===== src/design/pkt_pkg.sv =====
package pkt_pkg;

    // stream word layout
    localparam int DATA_W = 32;
    localparam int KEEP_W = DATA_W / 8;   // one enable per byte
    localparam int IDX_W  = 16;           // word index and frame length
    localparam int TAG_W  = 16;           // user pattern field

    // measurement counters
    localparam int CNT_W = 16;
    localparam logic [CNT_W-1:0] LAT_MAX = '1;   // latency sticks here

    // latency meter FSM encoding
    localparam logic [1:0] ST_IDLE   = 2'd0;
    localparam logic [1:0] ST_TIMING = 2'd1;
    localparam logic [1:0] ST_DONE   = 2'd2;

    // The high half of every word carries the pattern and the low half
    // carries the position of the word inside its frame.
    typedef struct packed {
        logic [TAG_W-1:0] tag;   // user pattern
        logic [IDX_W-1:0] idx;   // word index
    } pkt_fields_t;

    // one stream word, seen either as a plain bus or as its two fields
    typedef union packed {
        logic [DATA_W-1:0] raw;
        pkt_fields_t       fields;
    } pkt_word_u;

endpackage


===== src/design/frame_report_if.sv =====
`timescale 1ns/100ps

// per-frame result from the receive monitor to the latency meter
interface frame_report_if import pkt_pkg::*; ();

    logic             rx_first;     // index 0 word on the receive stream
    logic             frame_done;   // one cycle after the frame closes
    logic             frame_ok;     // valid with frame_done
    logic [IDX_W-1:0] frame_len;    // last index of the closed frame

    modport src (
        output rx_first,
        output frame_done,
        output frame_ok,
        output frame_len
    );

    modport snk (
        input rx_first,
        input frame_done,
        input frame_ok,
        input frame_len
    );

endinterface


===== src/design/frame_gen.sv =====
`timescale 1ns/100ps

module frame_gen import pkt_pkg::*; (
    input  logic              s00_axis_aclk,
    input  logic              packet_gen_reset,
    input  logic [IDX_W-1:0]  i_packet_length,
    input  logic [TAG_W-1:0]  i_pattern,
    input  logic              i_tx_tready,
    output pkt_word_u         o_tx_tdata,
    output logic [KEEP_W-1:0] o_tx_tkeep,
    output logic              o_tx_tvalid,
    output logic              o_tx_tlast,
    output logic              o_tx_start
);

    logic [IDX_W-1:0] idx_q;     // index of the word on the bus
    logic [IDX_W-1:0] len_q;     // length of the frame in flight
    logic [TAG_W-1:0] tag_q;     // pattern of the frame in flight
    logic             valid_q;
    logic             at_first;
    logic [IDX_W-1:0] cur_len;
    logic             xfer;

    assign at_first = idx_q == '0;
    assign cur_len  = at_first ? i_packet_length : len_q;   // live until index 0 leaves
    assign xfer     = valid_q && i_tx_tready;

    always_comb begin
        o_tx_tdata.fields.tag = at_first ? i_pattern : tag_q;
        o_tx_tdata.fields.idx = idx_q;
    end

    assign o_tx_tkeep  = '1;   // full words only
    assign o_tx_tvalid = valid_q;
    assign o_tx_tlast  = idx_q == cur_len;
    assign o_tx_start  = xfer && at_first;

    always_ff @(posedge s00_axis_aclk) begin
        if (packet_gen_reset) begin
            valid_q <= 1'b0;
            idx_q   <= '0;
        end else begin
            valid_q <= 1'b1;   // free running after reset
            if (xfer) begin
                idx_q <= o_tx_tlast ? '0 : idx_q + 1'b1;
            end
        end
    end

    // settings are frozen for the rest of the frame once index 0 is taken
    always_ff @(posedge s00_axis_aclk) begin
        if (xfer && at_first) begin
            len_q <= i_packet_length;
            tag_q <= i_pattern;
        end
    end

endmodule


===== src/design/frame_monitor.sv =====
`timescale 1ns/100ps

module frame_monitor import pkt_pkg::*; (
    input  logic              s00_axis_aclk,
    input  logic              packet_gen_reset,
    input  logic [IDX_W-1:0]  i_packet_length,
    input  logic [TAG_W-1:0]  i_pattern,
    input  pkt_word_u         i_rx_tdata,
    input  logic [KEEP_W-1:0] i_rx_tkeep,
    input  logic              i_rx_tvalid,
    input  logic              i_rx_tlast,
    input  logic              i_rx_tuser,
    frame_report_if.src       o_report
);

    logic             active_q;    // between index 0 and tlast
    logic [IDX_W-1:0] exp_idx_q;   // position of the next word
    logic [IDX_W-1:0] len_q;
    logic [TAG_W-1:0] tag_q;
    logic             err_q;       // fault seen earlier in this frame
    logic             done_q;
    logic             ok_q;
    logic [IDX_W-1:0] flen_q;

    logic             start_word;
    logic             abort;
    logic             tracking;
    logic             end_frame;
    logic [IDX_W-1:0] cur_pos;
    logic [IDX_W-1:0] cur_len;
    logic [TAG_W-1:0] cur_tag;
    logic             prev_err;
    logic             word_bad;

    assign start_word = i_rx_tvalid && (i_rx_tdata.fields.idx == '0);
    assign abort      = start_word && active_q;   // index 0 inside a frame
    assign tracking   = i_rx_tvalid && (active_q || start_word);
    assign end_frame  = tracking && i_rx_tlast;

    // an index 0 word opens a new frame with the current settings
    always_comb begin
        cur_pos  = start_word ? '0 : exp_idx_q;
        cur_len  = start_word ? i_packet_length : len_q;
        cur_tag  = start_word ? i_pattern : tag_q;
        prev_err = start_word ? 1'b0 : err_q;
        word_bad = (i_rx_tdata.fields.idx != cur_pos)
                || (i_rx_tdata.fields.tag != cur_tag)
                || (i_rx_tkeep != '1)
                || i_rx_tuser
                || (i_rx_tlast != (cur_pos == cur_len));   // tlast in the wrong place
    end

    // Words outside a frame are dropped until the next index 0, so an
    // early tlast costs one bad frame and then tracking realigns.
    always_ff @(posedge s00_axis_aclk) begin
        if (packet_gen_reset) begin
            active_q <= 1'b0;
            done_q   <= 1'b0;
        end else begin
            done_q <= abort || end_frame;
            if (tracking) begin
                active_q <= !i_rx_tlast;
            end
        end
    end

    always_ff @(posedge s00_axis_aclk) begin
        if (start_word) begin
            len_q <= i_packet_length;
            tag_q <= i_pattern;
        end
        if (tracking) begin
            exp_idx_q <= cur_pos + 1'b1;
            err_q     <= prev_err || word_bad;
        end
        // an aborted frame is reported in place of a one-word frame on the same edge
        ok_q   <= !abort && !prev_err && !word_bad;
        flen_q <= abort ? exp_idx_q - 1'b1 : cur_pos;
    end

    assign o_report.rx_first   = start_word;
    assign o_report.frame_done = done_q;
    assign o_report.frame_ok   = ok_q;
    assign o_report.frame_len  = flen_q;

endmodule


===== src/design/latency_meter.sv =====
`timescale 1ns/100ps

module latency_meter import pkt_pkg::*; (
    input  logic             s00_axis_aclk,
    input  logic             packet_gen_reset,
    input  logic             i_tx_start,
    frame_report_if.snk      i_report,
    output logic [CNT_W-1:0] o_latency,
    output logic             o_latency_done,
    output logic [CNT_W-1:0] o_frames_ok,
    output logic [CNT_W-1:0] o_frames_bad
);

    logic [1:0]       state_q;
    logic [CNT_W-1:0] lat_q;       // cycles since the first tx start
    logic [CNT_W-1:0] ok_cnt_q;
    logic [CNT_W-1:0] bad_cnt_q;

    // one measurement per reset, first tx frame to first rx frame
    always_ff @(posedge s00_axis_aclk) begin
        if (packet_gen_reset) begin
            state_q <= ST_IDLE;
            lat_q   <= '0;
        end else begin
            case (state_q)
                ST_IDLE: begin
                    if (i_tx_start) begin
                        // both starts on one edge means zero latency
                        lat_q   <= i_report.rx_first ? '0 : CNT_W'(1);
                        state_q <= i_report.rx_first ? ST_DONE : ST_TIMING;
                    end
                end
                ST_TIMING: begin
                    if (i_report.rx_first) begin
                        state_q <= ST_DONE;
                    end else if (lat_q != LAT_MAX) begin
                        lat_q <= lat_q + 1'b1;   // saturate
                    end
                end
                default: state_q <= state_q;   // done holds until reset
            endcase
        end
    end

    // frame counters wrap
    always_ff @(posedge s00_axis_aclk) begin
        if (packet_gen_reset) begin
            ok_cnt_q  <= '0;
            bad_cnt_q <= '0;
        end else if (i_report.frame_done) begin
            if (i_report.frame_ok) begin
                ok_cnt_q <= ok_cnt_q + 1'b1;
            end else begin
                bad_cnt_q <= bad_cnt_q + 1'b1;
            end
        end
    end

    assign o_latency      = lat_q;
    assign o_latency_done = state_q == ST_DONE;
    assign o_frames_ok    = ok_cnt_q;
    assign o_frames_bad   = bad_cnt_q;

endmodule


===== src/design/traffic_top.sv =====
`timescale 1ns/100ps

module traffic_top import pkt_pkg::*; (
    input  logic              s00_axis_aclk,
    input  logic              packet_gen_reset,
    input  logic [IDX_W-1:0]  i_packet_length,
    input  logic [TAG_W-1:0]  i_pattern,

    // transmit stream
    output logic [DATA_W-1:0] o_tx_tdata,
    output logic [KEEP_W-1:0] o_tx_tkeep,
    output logic              o_tx_tvalid,
    output logic              o_tx_tlast,
    input  logic              i_tx_tready,

    // receive stream, no back-pressure
    input  logic [DATA_W-1:0] i_rx_tdata,
    input  logic [KEEP_W-1:0] i_rx_tkeep,
    input  logic              i_rx_tvalid,
    input  logic              i_rx_tlast,
    input  logic              i_rx_tuser,

    // measurement results
    output logic [CNT_W-1:0]  o_latency,
    output logic              o_latency_done,
    output logic [CNT_W-1:0]  o_frames_ok,
    output logic [CNT_W-1:0]  o_frames_bad
);

    pkt_word_u tx_word;
    pkt_word_u rx_word;
    logic      tx_start;   // index 0 transfer strobe

    frame_report_if report_if ();

    assign o_tx_tdata  = tx_word.raw;
    assign rx_word.raw = i_rx_tdata;

    frame_gen frame_gen_inst (
        .s00_axis_aclk    (s00_axis_aclk),
        .packet_gen_reset (packet_gen_reset),
        .i_packet_length  (i_packet_length),
        .i_pattern        (i_pattern),
        .i_tx_tready      (i_tx_tready),
        .o_tx_tdata       (tx_word),
        .o_tx_tkeep       (o_tx_tkeep),
        .o_tx_tvalid      (o_tx_tvalid),
        .o_tx_tlast       (o_tx_tlast),
        .o_tx_start       (tx_start)
    );

    frame_monitor frame_monitor_inst (
        .s00_axis_aclk    (s00_axis_aclk),
        .packet_gen_reset (packet_gen_reset),
        .i_packet_length  (i_packet_length),
        .i_pattern        (i_pattern),
        .i_rx_tdata       (rx_word),
        .i_rx_tkeep       (i_rx_tkeep),
        .i_rx_tvalid      (i_rx_tvalid),
        .i_rx_tlast       (i_rx_tlast),
        .i_rx_tuser       (i_rx_tuser),
        .o_report         (report_if.src)
    );

    latency_meter latency_meter_inst (
        .s00_axis_aclk    (s00_axis_aclk),
        .packet_gen_reset (packet_gen_reset),
        .i_tx_start       (tx_start),
        .i_report         (report_if.snk),
        .o_latency        (o_latency),
        .o_latency_done   (o_latency_done),
        .o_frames_ok      (o_frames_ok),
        .o_frames_bad     (o_frames_bad)
    );

endmodule


===== config.mk =====
export PLATFORM = sky130hd
export DESIGN_NAME = traffic_top
export DESIGN_NICKNAME = d
export VERILOG_FILES = /design/src/design/pkt_pkg.sv /design/src/design/frame_report_if.sv /design/src/design/frame_gen.sv /design/src/design/frame_monitor.sv /design/src/design/latency_meter.sv /design/src/design/traffic_top.sv
export SDC_FILE = /design/constraint.sdc
export NUM_CORES = 1
export LEC_CHECK = 0
export BUFFER_PORTS_ARGS = -buffer_cell sky130_fd_sc_hd__buf_2
export CORE_MARGIN = 4
export CORE_UTILIZATION = 59
export DETAILED_ROUTE_END_ITERATION = 12
export HOLD_SLACK_MARGIN = 0.1
export MAX_ROUTING_LAYER = met4
export PLACE_DENSITY = 0.87
export SYNTH_ARGS = -nofsm -noshare
export SYNTH_HDL_FRONTEND = slang
export SYNTH_SLANG_ARGS = --single-unit

===== constraint.sdc =====
create_clock -name s00_axis_aclk -period 4.8 [get_ports s00_axis_aclk]
set_input_delay 0.96 -clock s00_axis_aclk [delete_from_list [all_inputs] [get_ports s00_axis_aclk]]
set_output_delay 0.96 -clock s00_axis_aclk [all_outputs]
set_load 0.01 [all_outputs]

==> flow_summary.toml <==
[die]
core_um2 = 12670
die_area_um2 = 14920
dieHeight_um = 122.2
io-pin-count = 161
start_util_pct = 60.69
die_w_um = 122.2
rows = 41

[global_routing]
grt_pass1_wl_um = 30930
grt_pass1_vias = 6237
track_usage_pct = 26.70
grt_remaining_overflow = 0
antenna_found_initial = 1
grt_max_degree = 55

[timing]
fin_setup_tns_ns = 0
fmax_ghz = 0.2504
finalCriticalPeriod_ns = 3.993
rsz0062_at_grt = "false"
whs_ns = 0.4504
fin_crit_sh_pct = 83.20
slew_violations = 0
tightest_slew_ns = 1.104
setup_viol_count_final = 0
hold_viol = 0
finClkSkew_ns = 0.01612
slew_headroom_pct = 25.69

[cts]
post_cts_resized = 0
cts_tree = "done"
cts-root-buf = "clkbuf_16"
cts.sinks = 151
clk_latency_ns = 0.43
clkSlewWorstSetupHoldPaths_ns = 0.06
cts.path.max_buffers = 2
ctsHoldBuffers = 0
htree_levels = 4
cts-buffers-inserted = 17
cts_setup_buffers = 0

[worst_setup_path]
critPathCaptureType = "output pin"
cp.arrival_ns = 3.03
critPathMaxFanout = 32
crit_start = "frame_gen_inst.idx_q[1]"
reg2reg_from = "frame_gen_inst.idx_q[1]"
start_kind = "flip-flop"
r2r_end = "frame_gen_inst.idx_q[3]"
crit_type = "reg2out"
r2r_slack_ns = 1.58
worstPathRequired_ns = 3.84
r2r_cells = 10

[synthesis]
yosys.area_share.simple_pct = 23.43
synth_edf_count = 49
async_reset_ff_share_pct = 0
syn_area_per_cell_um2 = 9.344
netlist_area_um2 = 7690
synthAdderAreaFrac_pct = 0.9762
ys_seq_area_share_pct = 45.69
yosysWarnings = 0
synth-seq-cells = 151
synth_top_family_by_area = "simple AND/OR/NAND/NOR gates"
yosysUniqueCellTypes = 64
synth_compound_area_share_pct = 8.168
synth_xor_area_share_pct = 12.87
synthMuxAreaShare_pct = 3.336
ys.flop_type = "dfxtp_1"
syn_inst = 823

[power]
intPower_w = 0.002202
power.net_switching_w = 0.0006591
power_frac_comb_pct = 7.6
total_power_w = 0.002861
p_seq_share_pct = 47.1
power.leakage_nw = 3.731
power_density_nw_per_um2 = 314.5
clock_power_share_pct = 45.3
p_sw_share_pct = 23.04
irDropWorstVdd_mv = 0.2294

[cells_and_area]
fin_nets = 1047
synthToLayoutAreaGrowth_pct = 18.30
utilization_pct = 71.80
drive_gt1_share_pct = 23.78
fillers = 956
instances_no_fill = 1153

[detailed_routing]
drtIter0Drc = 667
drt.antenna.violating_nets = 0
drc = 0
finalWirelength_um = 19140
first_pass_iters = 5
viasPerCell = 5.749
routedWlPerCell_um = 16.60
via_count = 6629

[job]
drv_cap = 0

[place]
post-dp-hpwl_um = 13990
gp_congestion = 0.9156
dp_cells = 1120
numPortBuffers = 156

[worst_hold_path]
hold_path_class = "reg2reg"
min_from = "frame_monitor_inst.tag_q[15]"
min_path_cells = 2
hold_end = "frame_monitor_inst.tag_q[15]"

[run_status]
outcome = "finished, final reports clean"
## cell usage in the layout (no fill, tap or decap), types with 10 or more instances in the layout
cell type,synthesis,routed
buf_2,6,156
nor2b_1,14,14
xnor2_1,60,60
clkbuf_16,0,18
mux2i_1,11,11
nand3_1,39,39
nor3_1,14,14
mux2_2,13,13
o21ai_0,31,31
nor2_1,69,68
nand4_1,23,23
a21oi_1,19,19
nand2_1,102,102
nor3_2,10,10
inv_1,49,49
xor2_1,53,53
and3_1,14,14
dfxtp_1,102,102
nor4_1,18,18
edfxtp_1,49,49
## layout make-up
class	count	area, um^2	area share (%)
inverters	49	183.9	2.022
clock buffers	23	489.2	5.378
clock inverters	9	83.83	0.9215
flip-flops and latches	151	3513	38.62
well taps	172	215.2	2.366
diodes	1	2.502	0.02751
repair buffers	164	840.8	9.242
multi-input cells	584	3769	41.42
## Yosys cell counts (2+ instances only)
cell,number,area share [%]
nand2b_1,2,0.16
nor3_1,14,0.91
edfxtp_1,49,19
nor4_4,3,0.83
a221oi_1,2,0.23
or3_1,9,0.73
nor2b_1,14,1.1
or4_1,3,0.29
and4_1,2,0.23
buf_4,5,0.49
dfxtp_1,102,27
buf_6,5,0.73
a222oi_1,3,0.39
o22ai_1,8,0.65
xor2_1,53,6.0
nand4_1,23,1.9
xnor2_1,60,6.8
a211oi_1,2,0.20
nor3_2,10,1.3
and2_1,8,0.65
o221ai_1,6,0.68
o21ai_0,31,2.0
a21oi_1,19,1.2
nor4_1,18,1.5
nand3b_1,2,0.20
a22o_1,2,0.23
inv_1,49,2.4
buf_2,6,0.39
nand2_1,102,5.0
mux2_2,13,1.9
mux2i_1,11,1.4
clkbuf_1,22,1.1
a2111oi_0,5,0.57
and3_1,14,1.1
nor2_1,69,3.4
and3b_1,2,0.23
nand3_1,39,2.5
nor2_2,3,0.24
buf_1,3,0.15
ha_1,6,0.98
## worst max-delay path by stage
stage | to | slack [ns]
2_1_floorplan | frame_monitor_inst.err_q | 1.30
3_3_place_gp | frame_monitor_inst.exp_idx_q[12] | 1.20
3_5_place_dp | frame_monitor_inst.exp_idx_q[14] | 1.12
4_1_cts | o_tx_tlast | 0.80
5_1_grt | o_tx_tlast | 0.58
6_report | o_tx_tlast | 0.81
## stage by stage
step	setup WS, ns	area, um^2
3_5_place_dp	1.116	8522
3_3_place_gp	1.196	8522
4_1_cts	0.7961	9095
2_1_floorplan	1.299	7701
6_report	0.8066	9097
5_1_grt	0.5752	9097
## kinds of logic (layout without fill, tap and decap cells)
logic type	count (synthesis)	count (layout)
buffers and inverters	91	245
and+or+nand+nor	344	344
adders and majority gates	6	6
other	1	5
xor gates and xnor gates	113	113
DFF	151	151
muxes	24	24
AOI/OAI and AO/OA	93	93
## routing by layer
metal	track usage [%]	share of wire [%]	vias to the layer above	routed length [um]
li1	-	-	3148	-
met1	34.36	42	3159	8129
met2	42.54	48	289	9272
met3	5.339	7.0	33	1346
met4	8.747	2.0	0	388
met5	-	0	-	0
## sequential cells by signal, summed over array words and instances (netlist names)
signal	cells
frame_gen_inst.idx_q	16
frame_gen_inst.len_q	16
frame_gen_inst.tag_q	16
frame_monitor_inst.exp_idx_q	16
frame_monitor_inst.len_q	16
frame_monitor_inst.tag_q	16
latency_meter_inst.o_frames_bad	16
latency_meter_inst.o_frames_ok	16
latency_meter_inst.o_latency	16
latency_meter_inst.state_q	2
frame_gen_inst.o_tx_tvalid	1
frame_monitor_inst.active_q	1
frame_monitor_inst.err_q	1
frame_monitor_inst.o_report.frame_done	1
frame_monitor_inst.o_report.frame_ok	1
## power by group through the flow
stage / Combinational (W) / Sequential (W) / Clock, W
floorplan: 0.000126 / 0.00137 / 0
global placement: 0.000213 / 0.00137 / 0
detailed placement: 0.000215 / 0.00137 / 0
CTS: 0.000216 / 0.00135 / 0.00131
global route: 0.000237 / 0.00135 / 0.00137
finish: 0.000217 / 0.00135 / 0.00130
## critical path, stage by stage (launching register included)
cell     delay (ns)
dfxtp_1        0.51
inv_1          0.13
ha_1           0.19
nor4b_4        0.13
nand4_4        0.09
buf_4          0.39
mux2i_1        0.26
o22ai_1        0.09
or4_1          0.42
and2b_1        0.26
buf_2          0.14
No activity file was read; power rests on OpenSTA's default activity.
